<file path="src/id_pkg.sv">
`default_nettype none

package id_pkg;

    localparam int xlen       = 32;
    localparam int reg_addr_w = 5;
    localparam int alu_op_w   = 12;
    localparam int br_op_w    = 6;

    // one-hot alu operation bits
    localparam int alu_add  = 0;
    localparam int alu_sub  = 1;
    localparam int alu_slt  = 2;
    localparam int alu_sltu = 3;
    localparam int alu_and  = 4;
    localparam int alu_nor  = 5;
    localparam int alu_or   = 6;
    localparam int alu_xor  = 7;
    localparam int alu_sll  = 8;
    localparam int alu_srl  = 9;
    localparam int alu_sra  = 10;
    localparam int alu_lui  = 11;

    // conditional branch flags
    localparam int br_beq  = 0;
    localparam int br_bne  = 1;
    localparam int br_bgez = 2;
    localparam int br_bgtz = 3;
    localparam int br_blez = 4;
    localparam int br_bltz = 5;

    localparam logic [5:0] op_special = 6'h00;
    localparam logic [5:0] op_regimm  = 6'h01;
    localparam logic [5:0] op_j       = 6'h02;
    localparam logic [5:0] op_jal     = 6'h03;
    localparam logic [5:0] op_beq     = 6'h04;
    localparam logic [5:0] op_bne     = 6'h05;
    localparam logic [5:0] op_blez    = 6'h06;
    localparam logic [5:0] op_bgtz    = 6'h07;
    localparam logic [5:0] op_addiu   = 6'h09;
    localparam logic [5:0] op_slti    = 6'h0a;
    localparam logic [5:0] op_sltiu   = 6'h0b;
    localparam logic [5:0] op_andi    = 6'h0c;
    localparam logic [5:0] op_ori     = 6'h0d;
    localparam logic [5:0] op_xori    = 6'h0e;
    localparam logic [5:0] op_lui     = 6'h0f;
    localparam logic [5:0] op_lw      = 6'h23;
    localparam logic [5:0] op_sw      = 6'h2b;

    localparam logic [5:0] fn_sll  = 6'h00;
    localparam logic [5:0] fn_srl  = 6'h02;
    localparam logic [5:0] fn_sra  = 6'h03;
    localparam logic [5:0] fn_jr   = 6'h08;
    localparam logic [5:0] fn_addu = 6'h21;
    localparam logic [5:0] fn_subu = 6'h23;
    localparam logic [5:0] fn_and  = 6'h24;
    localparam logic [5:0] fn_or   = 6'h25;
    localparam logic [5:0] fn_xor  = 6'h26;
    localparam logic [5:0] fn_nor  = 6'h27;
    localparam logic [5:0] fn_slt  = 6'h2a;
    localparam logic [5:0] fn_sltu = 6'h2b;

    // regimm branches select on the rt field
    localparam logic [4:0] rt_bltz = 5'h00;
    localparam logic [4:0] rt_bgez = 5'h01;

    localparam logic [4:0] link_reg = 5'd31;

    typedef union packed {
        struct packed {
            logic [5:0] op;
            logic [4:0] rs;
            logic [4:0] rt;
            logic [4:0] rd;
            logic [4:0] sa;
            logic [5:0] func;
        } r_view;
        struct packed {
            logic [5:0]  op;
            logic [4:0]  rs;
            logic [4:0]  rt;
            logic [15:0] imm16;
        } i_view;
        struct packed {
            logic [5:0]  op;
            logic [25:0] jidx26;
        } j_view;
    } inst_t;

endpackage

`default_nettype wire

</file>
<file path="src/branch_unit.sv">
`timescale 1ns/1ns
`default_nettype none

module branch_unit (
    input  logic                       ds_valid,
    input  logic                       flush,
    input  logic                       blocked,
    input  logic [id_pkg::xlen-1:0]    ds_pc,
    input  logic [15:0]                imm,
    input  logic [25:0]                jidx,
    input  logic [id_pkg::br_op_w-1:0] branch_op,
    input  logic                       jump_j,
    input  logic                       jump_jal,
    input  logic                       jump_jr,
    input  logic [id_pkg::xlen-1:0]    rs_value,
    input  logic [id_pkg::xlen-1:0]    rt_value,
    output logic                       br_or_jump,
    output logic                       br_stall,
    output logic                       br_taken,
    output logic [id_pkg::xlen-1:0]    br_target
);
    import id_pkg::*;

    logic [xlen-1:0] slot_pc;
    logic            is_branch;
    logic            rs_eq_rt;
    logic            rs_ltz;
    logic            rs_gtz;
    logic            cond;

    // delay slot address
    assign slot_pc   = ds_pc + 32'd4;
    assign is_branch = |branch_op;

    assign rs_eq_rt = (rs_value == rt_value);
    assign rs_ltz   = rs_value[xlen-1];
    assign rs_gtz   = !rs_value[xlen-1] && (|rs_value);

    assign cond = (branch_op[br_beq]  &&  rs_eq_rt) ||
                  (branch_op[br_bne]  && !rs_eq_rt) ||
                  (branch_op[br_bgez] && !rs_ltz)   ||
                  (branch_op[br_bgtz] &&  rs_gtz)   ||
                  (branch_op[br_blez] && !rs_gtz)   ||
                  (branch_op[br_bltz] &&  rs_ltz)   ||
                  jump_j || jump_jal || jump_jr;

    assign br_or_jump = ds_valid && (is_branch || jump_j || jump_jal || jump_jr);
    assign br_taken   = ds_valid && cond && !flush;
    // fetch must wait for the real operand
    assign br_stall   = ds_valid && blocked && (is_branch || jump_jr) && !flush;

    assign br_target = is_branch          ? slot_pc + {{14{imm[15]}}, imm, 2'b00} :
                       jump_jr            ? rs_value :
                       (jump_j||jump_jal) ? {slot_pc[31:28], jidx, 2'b00} :
                                            '0;

endmodule

`default_nettype wire

</file>
<file path="src/decode_ctrl.sv">
`timescale 1ns/1ns
`default_nettype none

module decode_ctrl (
    input  logic                          clk,
    input  logic                          reset,
    input  logic                          fs_to_ds_valid,
    input  id_pkg::inst_t                 fs_inst,
    input  logic [id_pkg::xlen-1:0]       fs_pc,
    input  logic                          es_allowin,
    input  logic                          flush,
    input  logic                          rs_used,
    input  logic                          rt_used,
    input  logic                          es_fwd_valid,
    input  logic                          es_load,
    input  logic [id_pkg::reg_addr_w-1:0] es_dest,
    output id_pkg::inst_t                 ds_inst,
    output logic [id_pkg::xlen-1:0]       ds_pc,
    output logic                          ds_valid,
    output logic                          blocked,
    output logic                          ds_allowin,
    output logic                          ds_to_es_valid
);

    // load result not ready until mem stage
    assign blocked = es_fwd_valid && es_load && es_dest != 5'd0 &&
                     ((rs_used && ds_inst.r_view.rs == es_dest) ||
                      (rt_used && ds_inst.r_view.rt == es_dest));

    assign ds_allowin     = !ds_valid || (!blocked && es_allowin);
    assign ds_to_es_valid = ds_valid && !blocked && !flush;

    always_ff @(posedge clk) begin
        if (reset) begin
            ds_valid <= 1'b0;
        end else if (ds_allowin) begin
            ds_valid <= fs_to_ds_valid;
        end
    end

    always_ff @(posedge clk) begin
        if (fs_to_ds_valid && ds_allowin) begin
            ds_inst <= fs_inst;
            ds_pc   <= fs_pc;
        end
    end

endmodule

`default_nettype wire

</file>
<file path="src/id_stage.sv">
`timescale 1ns/1ns
`default_nettype none

module id_stage (
    input  logic                          clk,
    input  logic                          reset,
    input  logic                          fs_to_ds_valid,
    input  id_pkg::inst_t                 fs_inst,
    input  logic [id_pkg::xlen-1:0]       fs_pc,
    input  logic                          es_allowin,
    input  logic                          flush,
    input  logic                          es_fwd_valid,
    input  logic                          es_load,
    input  logic [id_pkg::reg_addr_w-1:0] es_dest,
    input  logic [id_pkg::xlen-1:0]       es_res,
    input  logic                          ms_fwd_valid,
    input  logic [id_pkg::reg_addr_w-1:0] ms_dest,
    input  logic [id_pkg::xlen-1:0]       ms_res,
    input  logic                          ws_we,
    input  logic [id_pkg::reg_addr_w-1:0] ws_waddr,
    input  logic [id_pkg::xlen-1:0]       ws_wdata,
    output logic                          ds_allowin,
    output logic                          ds_to_es_valid,
    output logic [id_pkg::alu_op_w-1:0]   alu_op,
    output logic                          src1_is_sa,
    output logic                          src1_is_pc,
    output logic                          src2_is_imm,
    output logic                          src2_is_uimm,
    output logic                          src2_is_8,
    output logic                          load_op,
    output logic                          store_op,
    output logic                          gr_we,
    output logic [id_pkg::reg_addr_w-1:0] dest,
    output logic [15:0]                   imm,
    output logic [id_pkg::xlen-1:0]       rs_value,
    output logic [id_pkg::xlen-1:0]       rt_value,
    output logic [id_pkg::xlen-1:0]       ds_pc,
    output logic                          br_or_jump,
    output logic                          br_stall,
    output logic                          br_taken,
    output logic [id_pkg::xlen-1:0]       br_target
);
    import id_pkg::*;

    inst_t               ds_inst;
    logic                ds_valid;
    logic                blocked;
    logic                rs_used;
    logic                rt_used;
    logic [br_op_w-1:0]  branch_op;
    logic                jump_j;
    logic                jump_jal;
    logic                jump_jr;
    logic [xlen-1:0]     rdata1;
    logic [xlen-1:0]     rdata2;

    decode_ctrl u_ctrl (.*);

    inst_decoder u_dec (.*);

    regfile u_rf (
        .clk    (clk),
        .raddr1 (ds_inst.r_view.rs),
        .raddr2 (ds_inst.r_view.rt),
        .we     (ws_we),
        .waddr  (ws_waddr),
        .wdata  (ws_wdata),
        .rdata1 (rdata1),
        .rdata2 (rdata2)
    );

    operand_forward u_fwd (
        .rs (ds_inst.r_view.rs),
        .rt (ds_inst.r_view.rt),
        .*
    );

    branch_unit u_br (
        .jidx (ds_inst.j_view.jidx26),
        .*
    );

endmodule

`default_nettype wire

</file>
<file path="src/inst_decoder.sv">
`timescale 1ns/1ns
`default_nettype none

module inst_decoder (
    input  id_pkg::inst_t                      ds_inst,
    output logic [id_pkg::alu_op_w-1:0]        alu_op,
    output logic                               src1_is_sa,
    output logic                               src1_is_pc,
    output logic                               src2_is_imm,
    output logic                               src2_is_uimm,
    output logic                               src2_is_8,
    output logic                               load_op,
    output logic                               store_op,
    output logic                               gr_we,
    output logic [id_pkg::reg_addr_w-1:0]      dest,
    output logic [15:0]                        imm,
    output logic                               rs_used,
    output logic                               rt_used,
    output logic [id_pkg::br_op_w-1:0]         branch_op,
    output logic                               jump_j,
    output logic                               jump_jal,
    output logic                               jump_jr
);
    import id_pkg::*;

    logic [5:0] op;
    logic [4:0] rs;
    logic [4:0] rt;
    logic [4:0] rd;
    logic [4:0] sa;
    logic [5:0] func;
    logic       special;
    logic       r_alu;
    logic       inst_addu, inst_subu, inst_slt, inst_sltu;
    logic       inst_and, inst_or, inst_xor, inst_nor;
    logic       inst_sll, inst_srl, inst_sra, inst_jr;
    logic       inst_addiu, inst_slti, inst_sltiu, inst_andi;
    logic       inst_ori, inst_xori, inst_lui, inst_lw, inst_sw;
    logic       inst_beq, inst_bne, inst_bgez, inst_bgtz, inst_blez, inst_bltz;
    logic       inst_j, inst_jal;
    logic       i_alu;
    logic       dst_is_rt;

    assign op   = ds_inst.r_view.op;
    assign rs   = ds_inst.r_view.rs;
    assign rt   = ds_inst.r_view.rt;
    assign rd   = ds_inst.r_view.rd;
    assign sa   = ds_inst.r_view.sa;
    assign func = ds_inst.r_view.func;
    assign imm  = ds_inst.i_view.imm16;

    assign special = (op == op_special);

    // three-register ops need sa clear
    assign inst_addu = special && func == fn_addu && sa == 5'd0;
    assign inst_subu = special && func == fn_subu && sa == 5'd0;
    assign inst_slt  = special && func == fn_slt  && sa == 5'd0;
    assign inst_sltu = special && func == fn_sltu && sa == 5'd0;
    assign inst_and  = special && func == fn_and  && sa == 5'd0;
    assign inst_or   = special && func == fn_or   && sa == 5'd0;
    assign inst_xor  = special && func == fn_xor  && sa == 5'd0;
    assign inst_nor  = special && func == fn_nor  && sa == 5'd0;
    // shifts by constant leave rs clear
    assign inst_sll  = special && func == fn_sll  && rs == 5'd0;
    assign inst_srl  = special && func == fn_srl  && rs == 5'd0;
    assign inst_sra  = special && func == fn_sra  && rs == 5'd0;
    assign inst_jr   = special && func == fn_jr   && rt == 5'd0 && rd == 5'd0 && sa == 5'd0;

    assign inst_addiu = (op == op_addiu);
    assign inst_slti  = (op == op_slti);
    assign inst_sltiu = (op == op_sltiu);
    assign inst_andi  = (op == op_andi);
    assign inst_ori   = (op == op_ori);
    assign inst_xori  = (op == op_xori);
    assign inst_lui   = (op == op_lui) && rs == 5'd0;
    assign inst_lw    = (op == op_lw);
    assign inst_sw    = (op == op_sw);

    assign inst_beq  = (op == op_beq);
    assign inst_bne  = (op == op_bne);
    assign inst_bgtz = (op == op_bgtz) && rt == 5'd0;
    assign inst_blez = (op == op_blez) && rt == 5'd0;
    assign inst_bgez = (op == op_regimm) && rt == rt_bgez;
    assign inst_bltz = (op == op_regimm) && rt == rt_bltz;
    assign inst_j    = (op == op_j);
    assign inst_jal  = (op == op_jal);

    assign r_alu = inst_addu | inst_subu | inst_slt | inst_sltu |
                   inst_and  | inst_or   | inst_xor | inst_nor;
    assign i_alu = inst_addiu | inst_slti | inst_sltiu | inst_andi | inst_ori | inst_xori;

    assign alu_op[alu_add]  = inst_addu | inst_addiu | inst_lw | inst_sw | inst_jal;
    assign alu_op[alu_sub]  = inst_subu;
    assign alu_op[alu_slt]  = inst_slt  | inst_slti;
    assign alu_op[alu_sltu] = inst_sltu | inst_sltiu;
    assign alu_op[alu_and]  = inst_and  | inst_andi;
    assign alu_op[alu_nor]  = inst_nor;
    assign alu_op[alu_or]   = inst_or   | inst_ori;
    assign alu_op[alu_xor]  = inst_xor  | inst_xori;
    assign alu_op[alu_sll]  = inst_sll;
    assign alu_op[alu_srl]  = inst_srl;
    assign alu_op[alu_sra]  = inst_sra;
    assign alu_op[alu_lui]  = inst_lui;

    assign src1_is_sa   = inst_sll | inst_srl | inst_sra;
    assign src1_is_pc   = inst_jal;
    assign src2_is_imm  = inst_addiu | inst_slti | inst_sltiu | inst_lui | inst_lw | inst_sw;
    assign src2_is_uimm = inst_andi | inst_ori | inst_xori;
    // jal writes pc + 8
    assign src2_is_8    = inst_jal;

    assign load_op  = inst_lw;
    assign store_op = inst_sw;

    assign branch_op[br_beq]  = inst_beq;
    assign branch_op[br_bne]  = inst_bne;
    assign branch_op[br_bgez] = inst_bgez;
    assign branch_op[br_bgtz] = inst_bgtz;
    assign branch_op[br_blez] = inst_blez;
    assign branch_op[br_bltz] = inst_bltz;
    assign jump_j   = inst_j;
    assign jump_jal = inst_jal;
    assign jump_jr  = inst_jr;

    assign dst_is_rt = i_alu | inst_lui | inst_lw;
    assign gr_we     = r_alu | src1_is_sa | dst_is_rt | inst_jal;
    assign dest      = inst_jal  ? link_reg :
                       dst_is_rt ? rt       :
                                   rd;

    assign rs_used = r_alu | i_alu | inst_lw | inst_sw | inst_jr | (|branch_op);
    assign rt_used = r_alu | src1_is_sa | inst_sw | inst_beq | inst_bne;

endmodule

`default_nettype wire

</file>
<file path="src/operand_forward.sv">
`timescale 1ns/1ns
`default_nettype none

module operand_forward (
    input  logic [id_pkg::reg_addr_w-1:0] rs,
    input  logic [id_pkg::reg_addr_w-1:0] rt,
    input  logic                          rs_used,
    input  logic                          rt_used,
    input  logic [id_pkg::xlen-1:0]       rdata1,
    input  logic [id_pkg::xlen-1:0]       rdata2,
    input  logic                          es_fwd_valid,
    input  logic                          es_load,
    input  logic [id_pkg::reg_addr_w-1:0] es_dest,
    input  logic [id_pkg::xlen-1:0]       es_res,
    input  logic                          ms_fwd_valid,
    input  logic [id_pkg::reg_addr_w-1:0] ms_dest,
    input  logic [id_pkg::xlen-1:0]       ms_res,
    input  logic                          ws_we,
    input  logic [id_pkg::reg_addr_w-1:0] ws_waddr,
    input  logic [id_pkg::xlen-1:0]       ws_wdata,
    output logic [id_pkg::xlen-1:0]       rs_value,
    output logic [id_pkg::xlen-1:0]       rt_value
);
    import id_pkg::*;

    // youngest producer wins
    function automatic logic [xlen-1:0] pick(input logic [reg_addr_w-1:0] addr,
                                             input logic                  used,
                                             input logic [xlen-1:0]       rdata);
        if (!used || addr == '0) begin
            pick = rdata;
        end else if (es_fwd_valid && !es_load && es_dest == addr) begin
            pick = es_res;
        end else if (ms_fwd_valid && ms_dest == addr) begin
            pick = ms_res;
        end else if (ws_we && ws_waddr == addr) begin
            pick = ws_wdata;
        end else begin
            pick = rdata;
        end
    endfunction

    always_comb begin
        rs_value = pick(rs, rs_used, rdata1);
        rt_value = pick(rt, rt_used, rdata2);
    end

endmodule

`default_nettype wire

</file>
<file path="src/regfile.sv">
`timescale 1ns/1ns
`default_nettype none

module regfile (
    input  logic                          clk,
    input  logic [id_pkg::reg_addr_w-1:0] raddr1,
    input  logic [id_pkg::reg_addr_w-1:0] raddr2,
    input  logic                          we,
    input  logic [id_pkg::reg_addr_w-1:0] waddr,
    input  logic [id_pkg::xlen-1:0]       wdata,
    output logic [id_pkg::xlen-1:0]       rdata1,
    output logic [id_pkg::xlen-1:0]       rdata2
);
    import id_pkg::*;

    logic [xlen-1:0] rf [2**reg_addr_w];

    always_ff @(posedge clk) begin
        if (we && waddr != '0) begin
            rf[waddr] <= wdata;
        end
    end

    // r0 is hardwired
    assign rdata1 = (raddr1 == '0) ? '0 : rf[raddr1];
    assign rdata2 = (raddr2 == '0) ? '0 : rf[raddr2];

endmodule

`default_nettype wire

</file>
<file path="config.mk">
export PLATFORM = sky130hd
export DESIGN_NAME = id_stage
export DESIGN_NICKNAME = d
export VERILOG_FILES = /design/src/id_pkg.sv /design/src/branch_unit.sv /design/src/decode_ctrl.sv /design/src/id_stage.sv /design/src/inst_decoder.sv /design/src/operand_forward.sv /design/src/regfile.sv
export SDC_FILE = /design/constraint.sdc
export NUM_CORES = 2
export LEC_CHECK = 0
export BUFFER_PORTS_ARGS = -buffer_cell sky130_fd_sc_hd__buf_2
export CAP_MARGIN = 15
export CORE_ASPECT_RATIO = 1.4
export CORE_MARGIN = 2
export CORE_UTILIZATION = 40
export CTS_CLUSTER_SIZE = 20
export DETAILED_ROUTE_END_ITERATION = 10
export GPL_ROUTABILITY_DRIVEN = 0
export PLACE_DENSITY = 0.65
export SLEW_MARGIN = 40
export SYNTH_ARGS = -nofsm -noshare
export SYNTH_HDL_FRONTEND = slang
export SYNTH_SLANG_ARGS = --single-unit
export TNS_END_PERCENT = 50
</file>
<file path="constraint.sdc">
create_clock -name clk -period 12.59 [get_ports clk]
set_input_delay 2.518 -clock clk [delete_from_list [all_inputs] [get_ports clk]]
set_output_delay 2.518 -clock clk [all_outputs]
set_load 0.05 [all_outputs]
</file>
==> results.cfg <==
[run_status]
status = complete, no violations

[yosys]
yosysMostFrequentCell = edfxtp_1
synth_cells = 3323
synth-async-reset-ratio = 0
syn_area_per_cell_sq_um = 16.8
ys_warn_count = 0
synth_area_leaders = edfxtp_1 (59%), mux4_2 (21%), mux2i_1 (2.7%)
synth.top_cell.area_share = 0.586
syn-cell-area_sq_um = 55700
synth.distinct_cells = 87
yosys.area.top_type = edfxtp_1
synth_common_cells = edfxtp_1 (1088), mux4_2 (529), nand2_1 (153)
synth_edf_count = 1088
seq_area_frac_synth = 0.590
synthFlopType = edfxtp_1
yosys_register_bits = 1099

[clock_network]
clockBufferDepth = 3
ctsResizeCount = 0
cts_buffers = 99
clock_sinks = 1099
cts-root-buf = clkbuf_16
htree_levels = 3
ctsHoldBuffers = 0
post_cts_buffers = 0
path_clk_slew_ns = 0.07
cts_tree = done
clk_latency_ns = 0.75

[routing]
vias_per_cell = 6.93
vias = 38500
ant_nets = 0
drtIter0Drc = 5853
wirelength_um = 218000
drc = 0
wire_per_inst_um = 39.2
first_pass_iters = 9

[flow_run]
maxCapViolations = 0

[global_route]
overflow = 0
grt_max_degree = 103
track_usage = 0.303
grt_pass1_wl_um = 298000
antenna_found_initial = 40
first_global_vias = 37600

[pwr]
comb_power_share = 0.201
switching_share = 0.299
seq_power_share = 0.456
ir_worst_vdd_v = 0.000123
switchingPower_w = 0.00274
leakagePower_nw = 20.8
power.density_nw_per_um2 = 144
internal_power_w = 0.00641
p_clk_frac = 0.344

[final_layout]
drive_above_1_share = 0.335
layout.nets = 3861
areaGrowthSynthToFinish_pct = 13.9
stdcell_count = 5554
nFillCells = 11900

[setup_path]
critPathKind = in -> out
crit_fanout = 36
worstPathRequired_ns = 10.07
end_kind = output port
cp.arrival_ns = 7.42
start_kind = input pin

[sta]
slew_headroom = 0.308
setup-tns-final_ns = 0
rsz0062_at_grt = no
fmax_mhz = 101
maxSlewViolCount = 0
setup_viol = 0
hold_viol = 0
layout_worst_path_cycle_share = 0.789
skew_ns = 0.0152
worst_slew_pin_slew_ns = 1.04
period_minus_slack_ns = 9.93

[die]
die_h_um = 446
dieArea_sq_um = 142000
io_pins = 358
row_count = 162
initial_core_util = 0.401
fp.dieW_um = 319
coreArea_sq_um = 139000

[placed_design]
place_hpwl_um = 141000
dp.cells = 5343
io_buffers = 357

[min_path]
hold_path.class = reg -> reg
==> cells by family (layout without fill, tap and decap cells) <==
kind of cell               Yosys count  count (layout)  synth area share
other                                1              54         0.0000673
xor gates and xnor gates           115             115            0.0181
AOI/OAI and AO/OA                  500             500            0.0658
DFF                               1099            1099             0.590
muxes                              693             693             0.244
buffers and inverters              321             695            0.0259
and+or+nand+nor                    563             563            0.0494
adders and majority gates           31              31           0.00709
==> power by group through the flow <==
| stage | clock network [W] | logic, W | registers (W) |
|---|---|---|---|
| 6_report | 0.00314 | 0.00184 | 0.00417 |
| 3_5_place_dp | 0 | 0.00176 | 0.00424 |
| 4_1_cts | 0.00316 | 0.00177 | 0.00417 |
| 3_3_place_gp | 0 | 0.00175 | 0.00424 |
| 5_1_grt | 0.00328 | 0.00187 | 0.00417 |
| 2_1_floorplan | 0 | 0.00111 | 0.00421 |
==> layout by cell type (no fill, tap or decap), drive strengths merged, types with 22 or more instances in the layout <==
cell type	netlist	routed
a21oi	45	45
a221oi	54	54
a22oi	69	69
and3	24	24
buf	156	461
clkbuf	114	114
clkinv	0	49
conb	1	32
diode	0	22
edfxtp	1088	1088
ha	30	30
inv	51	55
mux2i	148	148
mux4	529	529
nand2	154	154
nand3	74	74
nand4	27	27
nor2	145	145
nor2b	25	25
nor3	26	26
o21ai	88	88
o22ai	37	37
xnor2	77	77
xor2	38	38
==> critical path: stages <==
cell and delay, ns:
buf_2 0.13, xnor2_1 0.12, nand3_1 0.46, or2_2 0.72, a32o_1 0.54, nand2_1 0.31, o32a_1 0.33, xor2_1 0.67
nand4_1 0.29, or4_1 0.52, nor4_2 0.22, mux2i_1 0.22, nand2_1 0.11, buf_2 0.22
==> final timing paths <==
check | startpoint | end | cells past startpoint | slack [ns]
hold reg to reg | u_ctrl.ds_valid | u_ctrl.ds_valid | 2 | 0.55
hold / removal | u_ctrl.ds_valid | u_ctrl.ds_valid | 2 | 0.55
setup / recovery | es_dest[0] | br_taken | 14 | 2.66
setup reg to reg | u_ctrl.ds_inst[6] | u_ctrl.ds_inst[10] | 11 | 7.49
==> cell type report <==
cell class | count | area (sq um) | area share
Timing Repair Buffer | 461 | 2850 | 0.0449
Antenna cell | 22 | 55.1 | 0.000867
Tap cell | 1804 | 2260 | 0.0355
Clock inverter | 69 | 768 | 0.0121
Multi-Input combinational cell | 1934 | 21900 | 0.345
Sequential cell | 1099 | 32900 | 0.518
Inverter | 51 | 191 | 0.00301
Clock buffer | 114 | 2530 | 0.0399
==> metal layers <==
metal / up-vias / global-route usage / share of wire
met5: - / 0 / 0.00074
met4: 24 / 0.260 / 0.10
met3: 1001 / 0.0892 / 0.12
met2: 3156 / 0.483 / 0.46
met1: 19700 / 0.332 / 0.31
li1: 14600 / - / -
==> metrics by stage <==
stage	utilization	setup WS, ns	total power (W)	instance area, sq um	hold slack (ns)
3_5_place_dp	0.432	3.25	0.00601	60000	0.528
4_1_cts	0.456	3.23	0.00909	63300	0.539
2_1_floorplan	-	3.27	0.00532	55900	0.623
3_3_place_gp	0.431	3.18	0.00599	59800	0.518
6_report	0.457	2.66	0.00915	63500	0.548
5_1_grt	0.457	2.69	0.00932	63500	0.572
==> state kept, by name, indices dropped and copies added, names as in the netlist, named ones only <==
register         flops
u_rf.rf           1024
u_ctrl.ds_valid      1
u_ctrl.ds_inst      32
u_ctrl.ds_pc        32
No activity file was read; power rests on OpenSTA's default activity.
